**src/design/rv_pkg.sv**
```systemverilog
package rv_pkg;

    localparam int xlen = 32;
    localparam int reg_addr_w = 5;
    localparam logic [xlen-1:0] reset_pc = 32'h0000_0000;
    // addi x0, x0, 0.
    localparam logic [xlen-1:0] nop_instr = 32'h0000_0013;

    localparam logic [6:0] opc_op     = 7'b0110011;
    localparam logic [6:0] opc_op_imm = 7'b0010011;
    localparam logic [6:0] opc_lui    = 7'b0110111;
    localparam logic [6:0] opc_auipc  = 7'b0010111;
    localparam logic [6:0] opc_load   = 7'b0000011;
    localparam logic [6:0] opc_store  = 7'b0100011;
    localparam logic [6:0] opc_branch = 7'b1100011;
    localparam logic [6:0] opc_jal    = 7'b1101111;
    localparam logic [6:0] opc_jalr   = 7'b1100111;

    typedef enum logic [3:0] {
        alu_add, alu_sub, alu_and, alu_or, alu_xor, alu_slt,
        alu_sltu, alu_sll, alu_srl, alu_sra, alu_pass_b
    } alu_op_e;

    typedef enum logic [3:0] {
        br_none, br_eq, br_ne, br_lt, br_ge, br_ltu, br_geu, br_jal, br_jalr
    } branch_e;

    typedef enum logic {asrc_rs1, asrc_pc} asrc_e;
    typedef enum logic [1:0] {bsrc_rs2, bsrc_imm, bsrc_four} bsrc_e;
    typedef enum logic [1:0] {fwd_reg, fwd_mem, fwd_wb} fwd_e;
    typedef enum logic [1:0] {ctl_run, ctl_pause, ctl_flush} stage_ctl_e;

    typedef struct packed {
        logic [6:0]            funct7;
        logic [reg_addr_w-1:0] rs2;
        logic [reg_addr_w-1:0] rs1;
        logic [2:0]            funct3;
        logic [reg_addr_w-1:0] rd;
        logic [6:0]            opcode;
    } r_fmt_t;

    typedef struct packed {
        logic [11:0]           imm_11_0;
        logic [reg_addr_w-1:0] rs1;
        logic [2:0]            funct3;
        logic [reg_addr_w-1:0] rd;
        logic [6:0]            opcode;
    } i_fmt_t;

    typedef struct packed {
        logic [6:0]            imm_11_5;
        logic [reg_addr_w-1:0] rs2;
        logic [reg_addr_w-1:0] rs1;
        logic [2:0]            funct3;
        logic [4:0]            imm_4_0;
        logic [6:0]            opcode;
    } s_fmt_t;

    typedef struct packed {
        logic                  imm_12;
        logic [5:0]            imm_10_5;
        logic [reg_addr_w-1:0] rs2;
        logic [reg_addr_w-1:0] rs1;
        logic [2:0]            funct3;
        logic [3:0]            imm_4_1;
        logic                  imm_11;
        logic [6:0]            opcode;
    } b_fmt_t;

    typedef struct packed {
        logic [19:0]           imm_31_12;
        logic [reg_addr_w-1:0] rd;
        logic [6:0]            opcode;
    } u_fmt_t;

    typedef struct packed {
        logic                  imm_20;
        logic [9:0]            imm_10_1;
        logic                  imm_11;
        logic [7:0]            imm_19_12;
        logic [reg_addr_w-1:0] rd;
        logic [6:0]            opcode;
    } j_fmt_t;

    typedef union packed {
        r_fmt_t r;
        i_fmt_t i;
        s_fmt_t s;
        b_fmt_t b;
        u_fmt_t u;
        j_fmt_t j;
    } rv_instr_u;

    typedef struct packed {
        logic    regwr;
        logic    mem_to_reg;
        logic    memwr;
        asrc_e   asrc;
        bsrc_e   bsrc;
        alu_op_e alu_op;
        branch_e branch;
    } ctrl_t;

    typedef struct packed {
        logic [xlen-1:0] pc;
        rv_instr_u       instr;
    } if_id_t;

    typedef struct packed {
        logic [xlen-1:0]       pc;
        logic [xlen-1:0]       rs1_val;
        logic [xlen-1:0]       rs2_val;
        logic [xlen-1:0]       imm;
        logic [reg_addr_w-1:0] rs1;
        logic [reg_addr_w-1:0] rs2;
        logic [reg_addr_w-1:0] rd;
        ctrl_t                 ctrl;
    } id_ex_t;

    typedef struct packed {
        logic [xlen-1:0]       alu_result;
        logic [xlen-1:0]       rs2_val;
        logic [xlen-1:0]       target_pc;
        logic [xlen-1:0]       target_rs1;
        logic                  less;
        logic                  zero;
        logic [reg_addr_w-1:0] rd;
        ctrl_t                 ctrl;
    } ex_mem_t;

    typedef struct packed {
        logic [xlen-1:0]       alu_result;
        logic [xlen-1:0]       load_data;
        logic [reg_addr_w-1:0] rd;
        logic                  regwr;
        logic                  mem_to_reg;
    } mem_wb_t;

endpackage

```
**src/design/stage_reg.sv**
```systemverilog
`timescale 1ns/1ps

module stage_reg #(
    parameter type payload_t = logic [31:0]
) (
    input  logic               clk,
    input  logic               rst_n,
    input  rv_pkg::stage_ctl_e ctl,
    input  payload_t           d,
    output payload_t           q
);

    // an all-zero payload is a bubble.
    always_ff @(posedge clk or negedge rst_n) begin
        if (!rst_n) begin
            q <= '0;
        end else begin
            case (ctl)
                rv_pkg::ctl_flush: q <= '0;
                rv_pkg::ctl_pause: q <= q;
                default:           q <= d;
            endcase
        end
    end

endmodule

```
**src/design/decoder.sv**
```systemverilog
`timescale 1ns/1ps

module decoder (
    input  rv_pkg::rv_instr_u           instr,
    output rv_pkg::ctrl_t               ctrl,
    output logic [rv_pkg::xlen-1:0]     imm
);

    function automatic rv_pkg::alu_op_e alu_sel(input logic [2:0] f3, input logic alt);
        case (f3)
            3'b000:  return alt ? rv_pkg::alu_sub : rv_pkg::alu_add;
            3'b001:  return rv_pkg::alu_sll;
            3'b010:  return rv_pkg::alu_slt;
            3'b011:  return rv_pkg::alu_sltu;
            3'b100:  return rv_pkg::alu_xor;
            3'b101:  return alt ? rv_pkg::alu_sra : rv_pkg::alu_srl;
            3'b110:  return rv_pkg::alu_or;
            default: return rv_pkg::alu_and;
        endcase
    endfunction

    logic [rv_pkg::xlen-1:0] imm_i, imm_s, imm_b, imm_u, imm_j;

    assign imm_i = {{20{instr.i.imm_11_0[11]}}, instr.i.imm_11_0};
    assign imm_s = {{20{instr.s.imm_11_5[6]}}, instr.s.imm_11_5, instr.s.imm_4_0};
    assign imm_b = {{19{instr.b.imm_12}}, instr.b.imm_12, instr.b.imm_11,
                    instr.b.imm_10_5, instr.b.imm_4_1, 1'b0};
    assign imm_u = {instr.u.imm_31_12, 12'b0};
    assign imm_j = {{11{instr.j.imm_20}}, instr.j.imm_20, instr.j.imm_19_12,
                    instr.j.imm_11, instr.j.imm_10_1, 1'b0};

    always_comb begin
        ctrl = '0;
        imm  = '0;
        case (instr.r.opcode)
            rv_pkg::opc_op: begin
                ctrl.regwr  = 1'b1;
                ctrl.alu_op = alu_sel(instr.r.funct3, instr.r.funct7[5]);
            end
            rv_pkg::opc_op_imm: begin
                ctrl.regwr  = 1'b1;
                ctrl.bsrc   = rv_pkg::bsrc_imm;
                // only srai uses the alternate encoding here.
                ctrl.alu_op = alu_sel(instr.i.funct3,
                                      instr.i.funct3 == 3'b101 && instr.r.funct7[5]);
                imm         = imm_i;
            end
            rv_pkg::opc_lui: begin
                ctrl.regwr  = 1'b1;
                ctrl.bsrc   = rv_pkg::bsrc_imm;
                ctrl.alu_op = rv_pkg::alu_pass_b;
                imm         = imm_u;
            end
            rv_pkg::opc_auipc: begin
                ctrl.regwr = 1'b1;
                ctrl.asrc  = rv_pkg::asrc_pc;
                ctrl.bsrc  = rv_pkg::bsrc_imm;
                imm        = imm_u;
            end
            rv_pkg::opc_load: begin
                if (instr.i.funct3 == 3'b010) begin
                    ctrl.regwr      = 1'b1;
                    ctrl.mem_to_reg = 1'b1;
                    ctrl.bsrc       = rv_pkg::bsrc_imm;
                    imm             = imm_i;
                end
            end
            rv_pkg::opc_store: begin
                if (instr.s.funct3 == 3'b010) begin
                    ctrl.memwr = 1'b1;
                    ctrl.bsrc  = rv_pkg::bsrc_imm;
                    imm        = imm_s;
                end
            end
            rv_pkg::opc_branch: begin
                imm = imm_b;
                case (instr.b.funct3)
                    3'b000:  ctrl.branch = rv_pkg::br_eq;
                    3'b001:  ctrl.branch = rv_pkg::br_ne;
                    3'b100:  ctrl.branch = rv_pkg::br_lt;
                    3'b101:  ctrl.branch = rv_pkg::br_ge;
                    3'b110:  ctrl.branch = rv_pkg::br_ltu;
                    3'b111:  ctrl.branch = rv_pkg::br_geu;
                    default: ctrl.branch = rv_pkg::br_none;
                endcase
            end
            rv_pkg::opc_jal, rv_pkg::opc_jalr: begin
                // link value is pc + 4.
                ctrl.regwr  = 1'b1;
                ctrl.asrc   = rv_pkg::asrc_pc;
                ctrl.bsrc   = rv_pkg::bsrc_four;
                ctrl.branch = (instr.r.opcode == rv_pkg::opc_jal) ? rv_pkg::br_jal
                                                                 : rv_pkg::br_jalr;
                imm         = (instr.r.opcode == rv_pkg::opc_jal) ? imm_j : imm_i;
            end
            default: ;
        endcase
    end

endmodule

```
**src/design/regfile.sv**
```systemverilog
`timescale 1ns/1ps

module regfile (
    input  logic                          clk,
    input  logic                          rst_n,
    input  logic [rv_pkg::reg_addr_w-1:0] rs1_addr,
    input  logic [rv_pkg::reg_addr_w-1:0] rs2_addr,
    output logic [rv_pkg::xlen-1:0]       rs1_data,
    output logic [rv_pkg::xlen-1:0]       rs2_data,
    input  logic                          wr_en,
    input  logic [rv_pkg::reg_addr_w-1:0] wr_addr,
    input  logic [rv_pkg::xlen-1:0]       wr_data
);

    // x0 has no storage.
    logic [rv_pkg::xlen-1:0] regs [1:31];

    always_ff @(posedge clk) begin
        if (wr_en && wr_addr != '0) begin
            regs[wr_addr] <= wr_data;
        end
    end

    // same-cycle writes bypass to the read ports.
    assign rs1_data = (rs1_addr == '0) ? '0 :
                      (wr_en && wr_addr == rs1_addr) ? wr_data : regs[rs1_addr];
    assign rs2_data = (rs2_addr == '0) ? '0 :
                      (wr_en && wr_addr == rs2_addr) ? wr_data : regs[rs2_addr];

    // a written value is read back from storage once the write is done.
    a_write_lands: assert property (@(posedge clk) disable iff (!rst_n)
        (wr_en && wr_addr != '0) ##1 (!wr_en && rs1_addr == $past(wr_addr)) |->
            rs1_data == $past(wr_data));

endmodule

```
**src/design/execute.sv**
```systemverilog
`timescale 1ns/1ps

module execute (
    input  rv_pkg::id_ex_t          id_ex,
    input  rv_pkg::fwd_e            fwd_a,
    input  rv_pkg::fwd_e            fwd_b,
    input  logic [rv_pkg::xlen-1:0] mem_result,
    input  logic [rv_pkg::xlen-1:0] wb_result,
    output rv_pkg::ex_mem_t         ex_mem
);

    logic [rv_pkg::xlen-1:0] rs1_val, rs2_val, op_a, op_b, alu_out;
    logic                    unsigned_cmp;

    always_comb begin
        case (fwd_a)
            rv_pkg::fwd_mem: rs1_val = mem_result;
            rv_pkg::fwd_wb:  rs1_val = wb_result;
            default:         rs1_val = id_ex.rs1_val;
        endcase
        case (fwd_b)
            rv_pkg::fwd_mem: rs2_val = mem_result;
            rv_pkg::fwd_wb:  rs2_val = wb_result;
            default:         rs2_val = id_ex.rs2_val;
        endcase
    end

    assign op_a = (id_ex.ctrl.asrc == rv_pkg::asrc_pc) ? id_ex.pc : rs1_val;
    assign op_b = (id_ex.ctrl.bsrc == rv_pkg::bsrc_imm)  ? id_ex.imm :
                  (id_ex.ctrl.bsrc == rv_pkg::bsrc_four) ? 32'd4 : rs2_val;

    always_comb begin
        case (id_ex.ctrl.alu_op)
            rv_pkg::alu_add:    alu_out = op_a + op_b;
            rv_pkg::alu_sub:    alu_out = op_a - op_b;
            rv_pkg::alu_and:    alu_out = op_a & op_b;
            rv_pkg::alu_or:     alu_out = op_a | op_b;
            rv_pkg::alu_xor:    alu_out = op_a ^ op_b;
            rv_pkg::alu_slt:    alu_out = {31'b0, $signed(op_a) < $signed(op_b)};
            rv_pkg::alu_sltu:   alu_out = {31'b0, op_a < op_b};
            rv_pkg::alu_sll:    alu_out = op_a << op_b[4:0];
            rv_pkg::alu_srl:    alu_out = op_a >> op_b[4:0];
            rv_pkg::alu_sra:    alu_out = $signed(op_a) >>> op_b[4:0];
            rv_pkg::alu_pass_b: alu_out = op_b;
            default:            alu_out = '0;
        endcase
    end

    assign unsigned_cmp = id_ex.ctrl.branch == rv_pkg::br_ltu ||
                          id_ex.ctrl.branch == rv_pkg::br_geu;

    always_comb begin
        ex_mem.alu_result = alu_out;
        ex_mem.rs2_val    = rs2_val;
        ex_mem.target_pc  = id_ex.pc + id_ex.imm;
        // jalr clears bit 0 of the target.
        ex_mem.target_rs1 = (rs1_val + id_ex.imm) & ~32'd1;
        ex_mem.less       = unsigned_cmp ? (rs1_val < rs2_val)
                                         : ($signed(rs1_val) < $signed(rs2_val));
        ex_mem.zero       = rs1_val == rs2_val;
        ex_mem.rd         = id_ex.rd;
        ex_mem.ctrl       = id_ex.ctrl;
    end

endmodule

```
**src/design/hazard_unit.sv**
```systemverilog
`timescale 1ns/1ps

module hazard_unit (
    input  logic [rv_pkg::reg_addr_w-1:0] id_rs1,
    input  logic [rv_pkg::reg_addr_w-1:0] id_rs2,
    input  logic [rv_pkg::reg_addr_w-1:0] ex_rs1,
    input  logic [rv_pkg::reg_addr_w-1:0] ex_rs2,
    input  logic [rv_pkg::reg_addr_w-1:0] ex_rd,
    input  logic                          ex_is_load,
    input  logic [rv_pkg::reg_addr_w-1:0] mem_rd,
    input  logic                          mem_regwr,
    input  logic [rv_pkg::reg_addr_w-1:0] wb_rd,
    input  logic                          wb_regwr,
    input  logic                          taken,
    output rv_pkg::fwd_e                  fwd_a,
    output rv_pkg::fwd_e                  fwd_b,
    output logic                          pc_hold,
    output rv_pkg::stage_ctl_e            if_id_ctl,
    output rv_pkg::stage_ctl_e            id_ex_ctl,
    output rv_pkg::stage_ctl_e            ex_mem_ctl
);

    logic load_use;

    // the younger result in memory wins over writeback.
    function automatic rv_pkg::fwd_e fwd_sel(input logic [rv_pkg::reg_addr_w-1:0] rs);
        if (mem_regwr && mem_rd != '0 && mem_rd == rs) begin
            return rv_pkg::fwd_mem;
        end else if (wb_regwr && wb_rd != '0 && wb_rd == rs) begin
            return rv_pkg::fwd_wb;
        end
        return rv_pkg::fwd_reg;
    endfunction

    assign load_use = ex_is_load && ex_rd != '0 && (ex_rd == id_rs1 || ex_rd == id_rs2);

    // a redirect must never be held off by a stall.
    always_comb begin
        fwd_a      = fwd_sel(ex_rs1);
        fwd_b      = fwd_sel(ex_rs2);
        pc_hold    = 1'b0;
        if_id_ctl  = rv_pkg::ctl_run;
        id_ex_ctl  = rv_pkg::ctl_run;
        ex_mem_ctl = rv_pkg::ctl_run;
        if (taken) begin
            if_id_ctl  = rv_pkg::ctl_flush;
            id_ex_ctl  = rv_pkg::ctl_flush;
            ex_mem_ctl = rv_pkg::ctl_flush;
        end else if (load_use) begin
            pc_hold   = 1'b1;
            if_id_ctl = rv_pkg::ctl_pause;
            id_ex_ctl = rv_pkg::ctl_flush;
        end
    end

endmodule

```
**src/design/rv_core.sv**
```systemverilog
`timescale 1ns/1ps

module rv_core (
    input  logic                    clk,
    input  logic                    rst_n,
    output logic [rv_pkg::xlen-1:0] imem_addr,
    input  logic [rv_pkg::xlen-1:0] imem_data,
    output logic [rv_pkg::xlen-1:0] dmem_addr,
    output logic [rv_pkg::xlen-1:0] dmem_wdata,
    output logic                    dmem_we,
    input  logic [rv_pkg::xlen-1:0] dmem_rdata,
    output logic [rv_pkg::xlen-1:0] dbg_pc
);

    logic [rv_pkg::xlen-1:0] pc, pc_next, target, wb_data;
    logic [rv_pkg::xlen-1:0] dec_imm, rs1_data, rs2_data;
    logic                    taken, pc_hold;

    rv_pkg::if_id_t     if_id_d, if_id_q;
    rv_pkg::id_ex_t     id_ex_d, id_ex_q;
    rv_pkg::ex_mem_t    ex_mem_d, ex_mem_q;
    rv_pkg::mem_wb_t    mem_wb_d, mem_wb_q;
    rv_pkg::rv_instr_u  dec_instr;
    rv_pkg::ctrl_t      dec_ctrl;
    rv_pkg::fwd_e       fwd_a, fwd_b;
    rv_pkg::stage_ctl_e if_id_ctl, id_ex_ctl, ex_mem_ctl;

    // fetch.
    always_ff @(posedge clk or negedge rst_n) begin
        if (!rst_n) begin
            pc <= rv_pkg::reset_pc;
        end else if (!pc_hold) begin
            pc <= pc_next;
        end
    end

    assign imem_addr = pc;
    assign dbg_pc    = pc;
    assign pc_next   = taken ? target : pc + 32'd4;

    always_comb begin
        if_id_d.pc    = pc;
        if_id_d.instr = imem_data;
    end

    stage_reg #(.payload_t(rv_pkg::if_id_t)) u_if_id (
        .clk, .rst_n, .ctl(if_id_ctl), .d(if_id_d), .q(if_id_q)
    );

    // decode. a flushed slot holds all zeros and issues as a nop.
    assign dec_instr = (if_id_q.instr == '0) ? rv_pkg::nop_instr : if_id_q.instr;

    decoder u_decoder (.instr(dec_instr), .ctrl(dec_ctrl), .imm(dec_imm));

    regfile u_regfile (
        .clk,
        .rst_n,
        .rs1_addr (dec_instr.r.rs1),
        .rs2_addr (dec_instr.r.rs2),
        .rs1_data,
        .rs2_data,
        .wr_en    (mem_wb_q.regwr),
        .wr_addr  (mem_wb_q.rd),
        .wr_data  (wb_data)
    );

    always_comb begin
        id_ex_d.pc      = if_id_q.pc;
        id_ex_d.rs1_val = rs1_data;
        id_ex_d.rs2_val = rs2_data;
        id_ex_d.imm     = dec_imm;
        id_ex_d.rs1     = dec_instr.r.rs1;
        id_ex_d.rs2     = dec_instr.r.rs2;
        id_ex_d.rd      = dec_instr.r.rd;
        id_ex_d.ctrl    = dec_ctrl;
    end

    stage_reg #(.payload_t(rv_pkg::id_ex_t)) u_id_ex (
        .clk, .rst_n, .ctl(id_ex_ctl), .d(id_ex_d), .q(id_ex_q)
    );

    execute u_execute (
        .id_ex      (id_ex_q),
        .fwd_a,
        .fwd_b,
        .mem_result (ex_mem_q.alu_result),
        .wb_result  (wb_data),
        .ex_mem     (ex_mem_d)
    );

    stage_reg #(.payload_t(rv_pkg::ex_mem_t)) u_ex_mem (
        .clk, .rst_n, .ctl(ex_mem_ctl), .d(ex_mem_d), .q(ex_mem_q)
    );

    // memory stage and branch resolution.
    assign dmem_addr  = ex_mem_q.alu_result;
    assign dmem_wdata = ex_mem_q.rs2_val;
    assign dmem_we    = ex_mem_q.ctrl.memwr;

    always_comb begin
        case (ex_mem_q.ctrl.branch)
            rv_pkg::br_eq:                 taken = ex_mem_q.zero;
            rv_pkg::br_ne:                 taken = !ex_mem_q.zero;
            rv_pkg::br_lt, rv_pkg::br_ltu: taken = ex_mem_q.less;
            rv_pkg::br_ge, rv_pkg::br_geu: taken = !ex_mem_q.less;
            rv_pkg::br_jal, rv_pkg::br_jalr: taken = 1'b1;
            default:                       taken = 1'b0;
        endcase
    end

    assign target = (ex_mem_q.ctrl.branch == rv_pkg::br_jalr) ? ex_mem_q.target_rs1
                                                               : ex_mem_q.target_pc;

    always_comb begin
        mem_wb_d.alu_result = ex_mem_q.alu_result;
        mem_wb_d.load_data  = dmem_rdata;
        mem_wb_d.rd         = ex_mem_q.rd;
        mem_wb_d.regwr      = ex_mem_q.ctrl.regwr;
        mem_wb_d.mem_to_reg = ex_mem_q.ctrl.mem_to_reg;
    end

    stage_reg #(.payload_t(rv_pkg::mem_wb_t)) u_mem_wb (
        .clk, .rst_n, .ctl(rv_pkg::ctl_run), .d(mem_wb_d), .q(mem_wb_q)
    );

    // writeback.
    assign wb_data = mem_wb_q.mem_to_reg ? mem_wb_q.load_data : mem_wb_q.alu_result;

    hazard_unit u_hazard_unit (
        .id_rs1     (dec_instr.r.rs1),
        .id_rs2     (dec_instr.r.rs2),
        .ex_rs1     (id_ex_q.rs1),
        .ex_rs2     (id_ex_q.rs2),
        .ex_rd      (id_ex_q.rd),
        .ex_is_load (id_ex_q.ctrl.mem_to_reg),
        .mem_rd     (ex_mem_q.rd),
        .mem_regwr  (ex_mem_q.ctrl.regwr),
        .wb_rd      (mem_wb_q.rd),
        .wb_regwr   (mem_wb_q.regwr),
        .taken,
        .fwd_a,
        .fwd_b,
        .pc_hold,
        .if_id_ctl,
        .id_ex_ctl,
        .ex_mem_ctl
    );

    a_dmem_we_known: assert property (@(posedge clk) disable iff (!rst_n)
        !$isunknown(dmem_we));

endmodule

```
**config.mk**
```make
export PLATFORM = sky130hd
export DESIGN_NAME = rv_core
export DESIGN_NICKNAME = d
export VERILOG_FILES = /design/src/design/rv_pkg.sv /design/src/design/stage_reg.sv /design/src/design/decoder.sv /design/src/design/regfile.sv /design/src/design/execute.sv /design/src/design/hazard_unit.sv /design/src/design/rv_core.sv
export SDC_FILE = /design/constraint.sdc
export NUM_CORES = 2
export LEC_CHECK = 0
export BUFFER_PORTS_ARGS = -buffer_cell sky130_fd_sc_hd__buf_2
export CORE_MARGIN = 4
export CORE_UTILIZATION = 30
export DETAILED_ROUTE_END_ITERATION = 8
export GPL_ROUTABILITY_DRIVEN = 0
export PLACE_DENSITY = 0.43
export SLEW_MARGIN = 0
export SYNTH_ARGS = -nofsm -noshare
export SYNTH_HDL_FRONTEND = slang
export SYNTH_SLANG_ARGS = --single-unit
```
**constraint.sdc**
```tcl
create_clock -name clk -period 5.8 [get_ports clk]
set_input_delay 0.29 -clock clk [delete_from_list [all_inputs] [get_ports clk]]
set_output_delay 0.29 -clock clk [all_outputs]
set_load 0.02 [all_outputs]
```
==> key figures <==
Power and ir drop
  – PwrDens: 374 mW/mm^2
  – Peak supply drop: 254 uV
  – P_leak: 33.9 nW

Synthesis
  – EDFF count, synth: 992
  – Synth area leader: edfxtp_1
  – Register area share after synthesis: 0.525
  – Ys async rst share: 0.319
  – Ys Warns: 0
  – Syn Area/Cell: 12.8 sq um
  – Distinct cells, synth: 90
  – Top_reg_cell synth: edfxtp_1
  – Synthesized flop and latch total: 1457
  – Area fraction of the dominant cell type after synthesis: 0.377
  – Area of the mapped netlist: 0.0790 sq mm
  – Synthesized netlist cell count: 6182
  – Area contributors post-synth: edfxtp_1 38%, dfrtp_1 15%, mux4_2 14%
  – Syn_nets: 6450

Clocking
  – Num CTS Buffers: 176
  – Clock latency on the worst-skew pair: 0.88 ns
  – CTS clock-pin slew for the worst setup and hold paths: 0.06 ns
  – CTS tree: yes
  – Root Driver: clkbuf_16
  – Clock Path Buffers: 4
  – H-tree depth: 4
  – Clock Sinks: 1457

STA
  – Setup tns final: 0 ns
  – Fmax: 178 MHz
  – Max-slew headroom: 0.0563
  – Min setup slack post-route: 0.188 ns
  – Max-slew violations: 0
  – Worst-Margin Slew: 1.41 ns
  – Clock Skew: 0.0924 ns
  – Tcrit/Tclk final: 0.968
  – Final hold vios: 0
  – # setup viols final: 0
  – Final critical-path required period: 5.61 ns

Worst setup path
  – CP max-delay cell: or4_4
  – Crit-path most repeated cell: buf_4
  – Crit path buffers/inverters: 5
  – Worst setup EP type: register
  – Family with the most delay on the worst path: compound AO/OA/AOI/OAI gates
  – CP peak stage delay: 0.55 ns
  – Critical Path AT: 6.32 ns
  – Setup slack, reg-to-reg: 0.19 ns
  – R2R cell count: 22
  – Worst path cell trace: or4_4 -> o21a_1 -> and3_2 -> buf_4 -> o31ai_2 -> mux2i_1 -> inv_1 -> ha_1 -> a21o_1 -> a41o_1 -> nor3_1 -> o21ai_0 -> buf_4 -> a311oi_2 -> o31ai_1 -> buf_4 -> buf_4 -> a21oi_1 -> mux2i_2 -> a32oi_1 -> o311a_1 -> a31oi_1
  – Required @ worst endpoint: 6.51 ns
  – Critical Path Fanout Max: 10
  – WS Path Type: register to register
  – Startpoint types: register
  – Stages on worst setup path: 22

Cells and area
  – Area Growth Syn to Fin: 16.0%
  – Most common cell after layout, fill and taps aside: edfxtp_1
  – Nets: 6696
  – Most frequent cells in the layout: 992 x edfxtp_1, 504 x a21oi_1, 504 x nor2_1
  – Finished Cell Area: 0.0916 sq mm
  – Share of cells above drive strength 1: 0.226

Route
  – DRT antenna net count: 0
  – Via Count: 57000
  – Final wirelength: 319000 microns
  – DR iter-0 viols: 6535
  – # DRC: 0
  – WL per Instance: 31.6 microns
  – Vias per Instance: 5.65
  – TritonRoute pass-1 iters: 6

Global routing
  – Initial antenna violation count: 13
  – GRT Overall Usage: 0.228
  – Grt met3 use: 0.0342
  – Met1 Track Usage GR: 0.312
  – Largest net degree at the start of global routing: 140
  – Grt total ovfl: 0
  – Met2 GRT Util: 0.369
  – First-pass GRT wire length: 446000 microns
  – Most Used Layer, Global Route: met2
  – Number of global-route vias before repair: 56500

Floorplanning
  – Core area: 0.262 sq mm
  – Initial Util: 0.301
  – Chip height: 521 microns
  – Area of the die: 0.271 sq mm
  – # IOs: 195
  – DIE WIDTH: 521 microns
  – Rows: 188

Job
  – Maxcap violations: 0

Min path
  – Hold Path Class: primary input to asynchronous set/reset pin

Place
  – DP Wirelength: 215000 microns
  – PortBufs: 194
  – Pre-CTS setup slack: 0.0244 ns
  – Dpl cell area: 0.0852 sq mm

Status
  – Outcome: complete, no violations
## cells by family (layout without fill, tap and decap cells)
family	count (synthesis)	count (layout)	share of synthesized area
AO/OA/AOI/OAI	1310	1310	0.108
XOR/XNOR	136	136	0.0151
adder cells (fa/ha/maj)	202	202	0.0324
buffers and inverters	671	1045	0.0378
flip-flops	1457	1457	0.525
multiplexers	950	950	0.198
other	0	10	0
AND/OR/NAND/NOR	1456	1457	0.0832
## area by class of cell
class	instances	area, sq um
clock inverters	80	800
repair buffers	606	4600
flip-flops and latches	1457	41500
diodes	10	25.0
fillers	25600	170000
multi-input cells	4055	35000
well taps	3515	4400
clock buffers	227	4740
inverters	132	498
## synthesized netlist by cell type (9+ instances only)
library cell / number
a21o_1: 50
and3_1: 76
inv_1: 126
o31a_1: 20
or2_2: 9
o21bai_1: 21
clkbuf_1: 310
or3_1: 27
o31ai_2: 29
nor4_1: 21
xnor2_1: 79
nand3b_1: 11
a21oi_1: 510
nand2_1: 425
a221oi_1: 59
buf_2: 28
mux2_2: 54
buf_1: 94
o211ai_1: 85
a211oi_1: 57
mux4_2: 480
o221ai_1: 35
a31oi_1: 36
xor2_1: 57
edfxtp_1: 992
nor3_1: 112
nand4_1: 60
nand2b_1: 36
and2_1: 28
a22oi_1: 57
o21a_1: 30
o22ai_1: 25
buf_4: 100
o21ai_0: 171
dfrtp_1: 465
ha_1: 198
mux2i_2: 21
o31ai_1: 21
nand3_1: 49
nor2_1: 539
nor2b_1: 28
mux2i_1: 394
nor3b_1: 12
## registers in the layout, indices dropped and copies added (netlist names)
signal	cells
dbg_pc	32
u_mem_wb.q	71
u_regfile.regs	992
u_ex_mem.q	141
u_if_id.q	64
u_id_ex.q	157
## routing by layer
metal	up-vias	wire length (microns)
met2	2485	149000
met1	29700	135000
met3	522	20900
met4	2	14000
met5	-	17
li1	24200	-
## metrics by stage
stage	utilization	power, mW	hold WS [ns]	instances
after floorplan	-	19.0	-0.00559	6182
after global placement	0.325	23.4	0.342	9695
after detailed placement	0.325	23.4	0.337	9695
after CTS	0.349	34.4	0.0621	10100
after global routing	0.349	35.6	0.0939	10100
final	0.349	34.3	0.0572	10100
## final timing paths
| kind | end | from |
|---|---|---|
| max | u_ex_mem.q[140] | u_ex_mem.q[14] |
| max in group asynchronous | u_ex_mem.q[122] | rst_n |
| min reg2reg | u_mem_wb.q[0] | u_ex_mem.q[12] |
| min | u_if_id.q[59] | rst_n |
| max reg2reg | u_ex_mem.q[140] | u_ex_mem.q[14] |
| min in group clk | u_mem_wb.q[25] | dmem_rdata[18] |
## timing repair
item | in CTS | in global routing
endpoints found under the hold margin | 139 | 0
setup buffers | 0 | 4
hold buffers | 65 | 0
endpoints found under the setup margin | 0 | 15
resized for setup | 0 | 24
## worst reg2reg max path, cell delays in order, from the launching register on
cell      delay, ns
dfrtp_1        0.37
or4_4          0.55
o21a_1         0.22
and3_2         0.30
buf_4          0.24
o31ai_2        0.49
mux2i_1        0.19
inv_1          0.11
ha_1           0.33
a21o_1         0.23
a41o_1         0.27
nor3_1         0.17
o21ai_0        0.13
buf_4          0.16
a311oi_2       0.31
o31ai_1        0.14
buf_4          0.15
buf_4          0.14
a21oi_1        0.22
mux2i_2        0.35
a32oi_1        0.11
o311a_1        0.16
a31oi_1        0.18
## where the power goes
group	leakage, nW	switching (mW)	internal (mW)
logic	16.5	6.21	3.09
registers	14.6	1.21	12.9
clock network	2.72	4.55	6.33
Note: power is estimated with default switching activity, not from simulation.
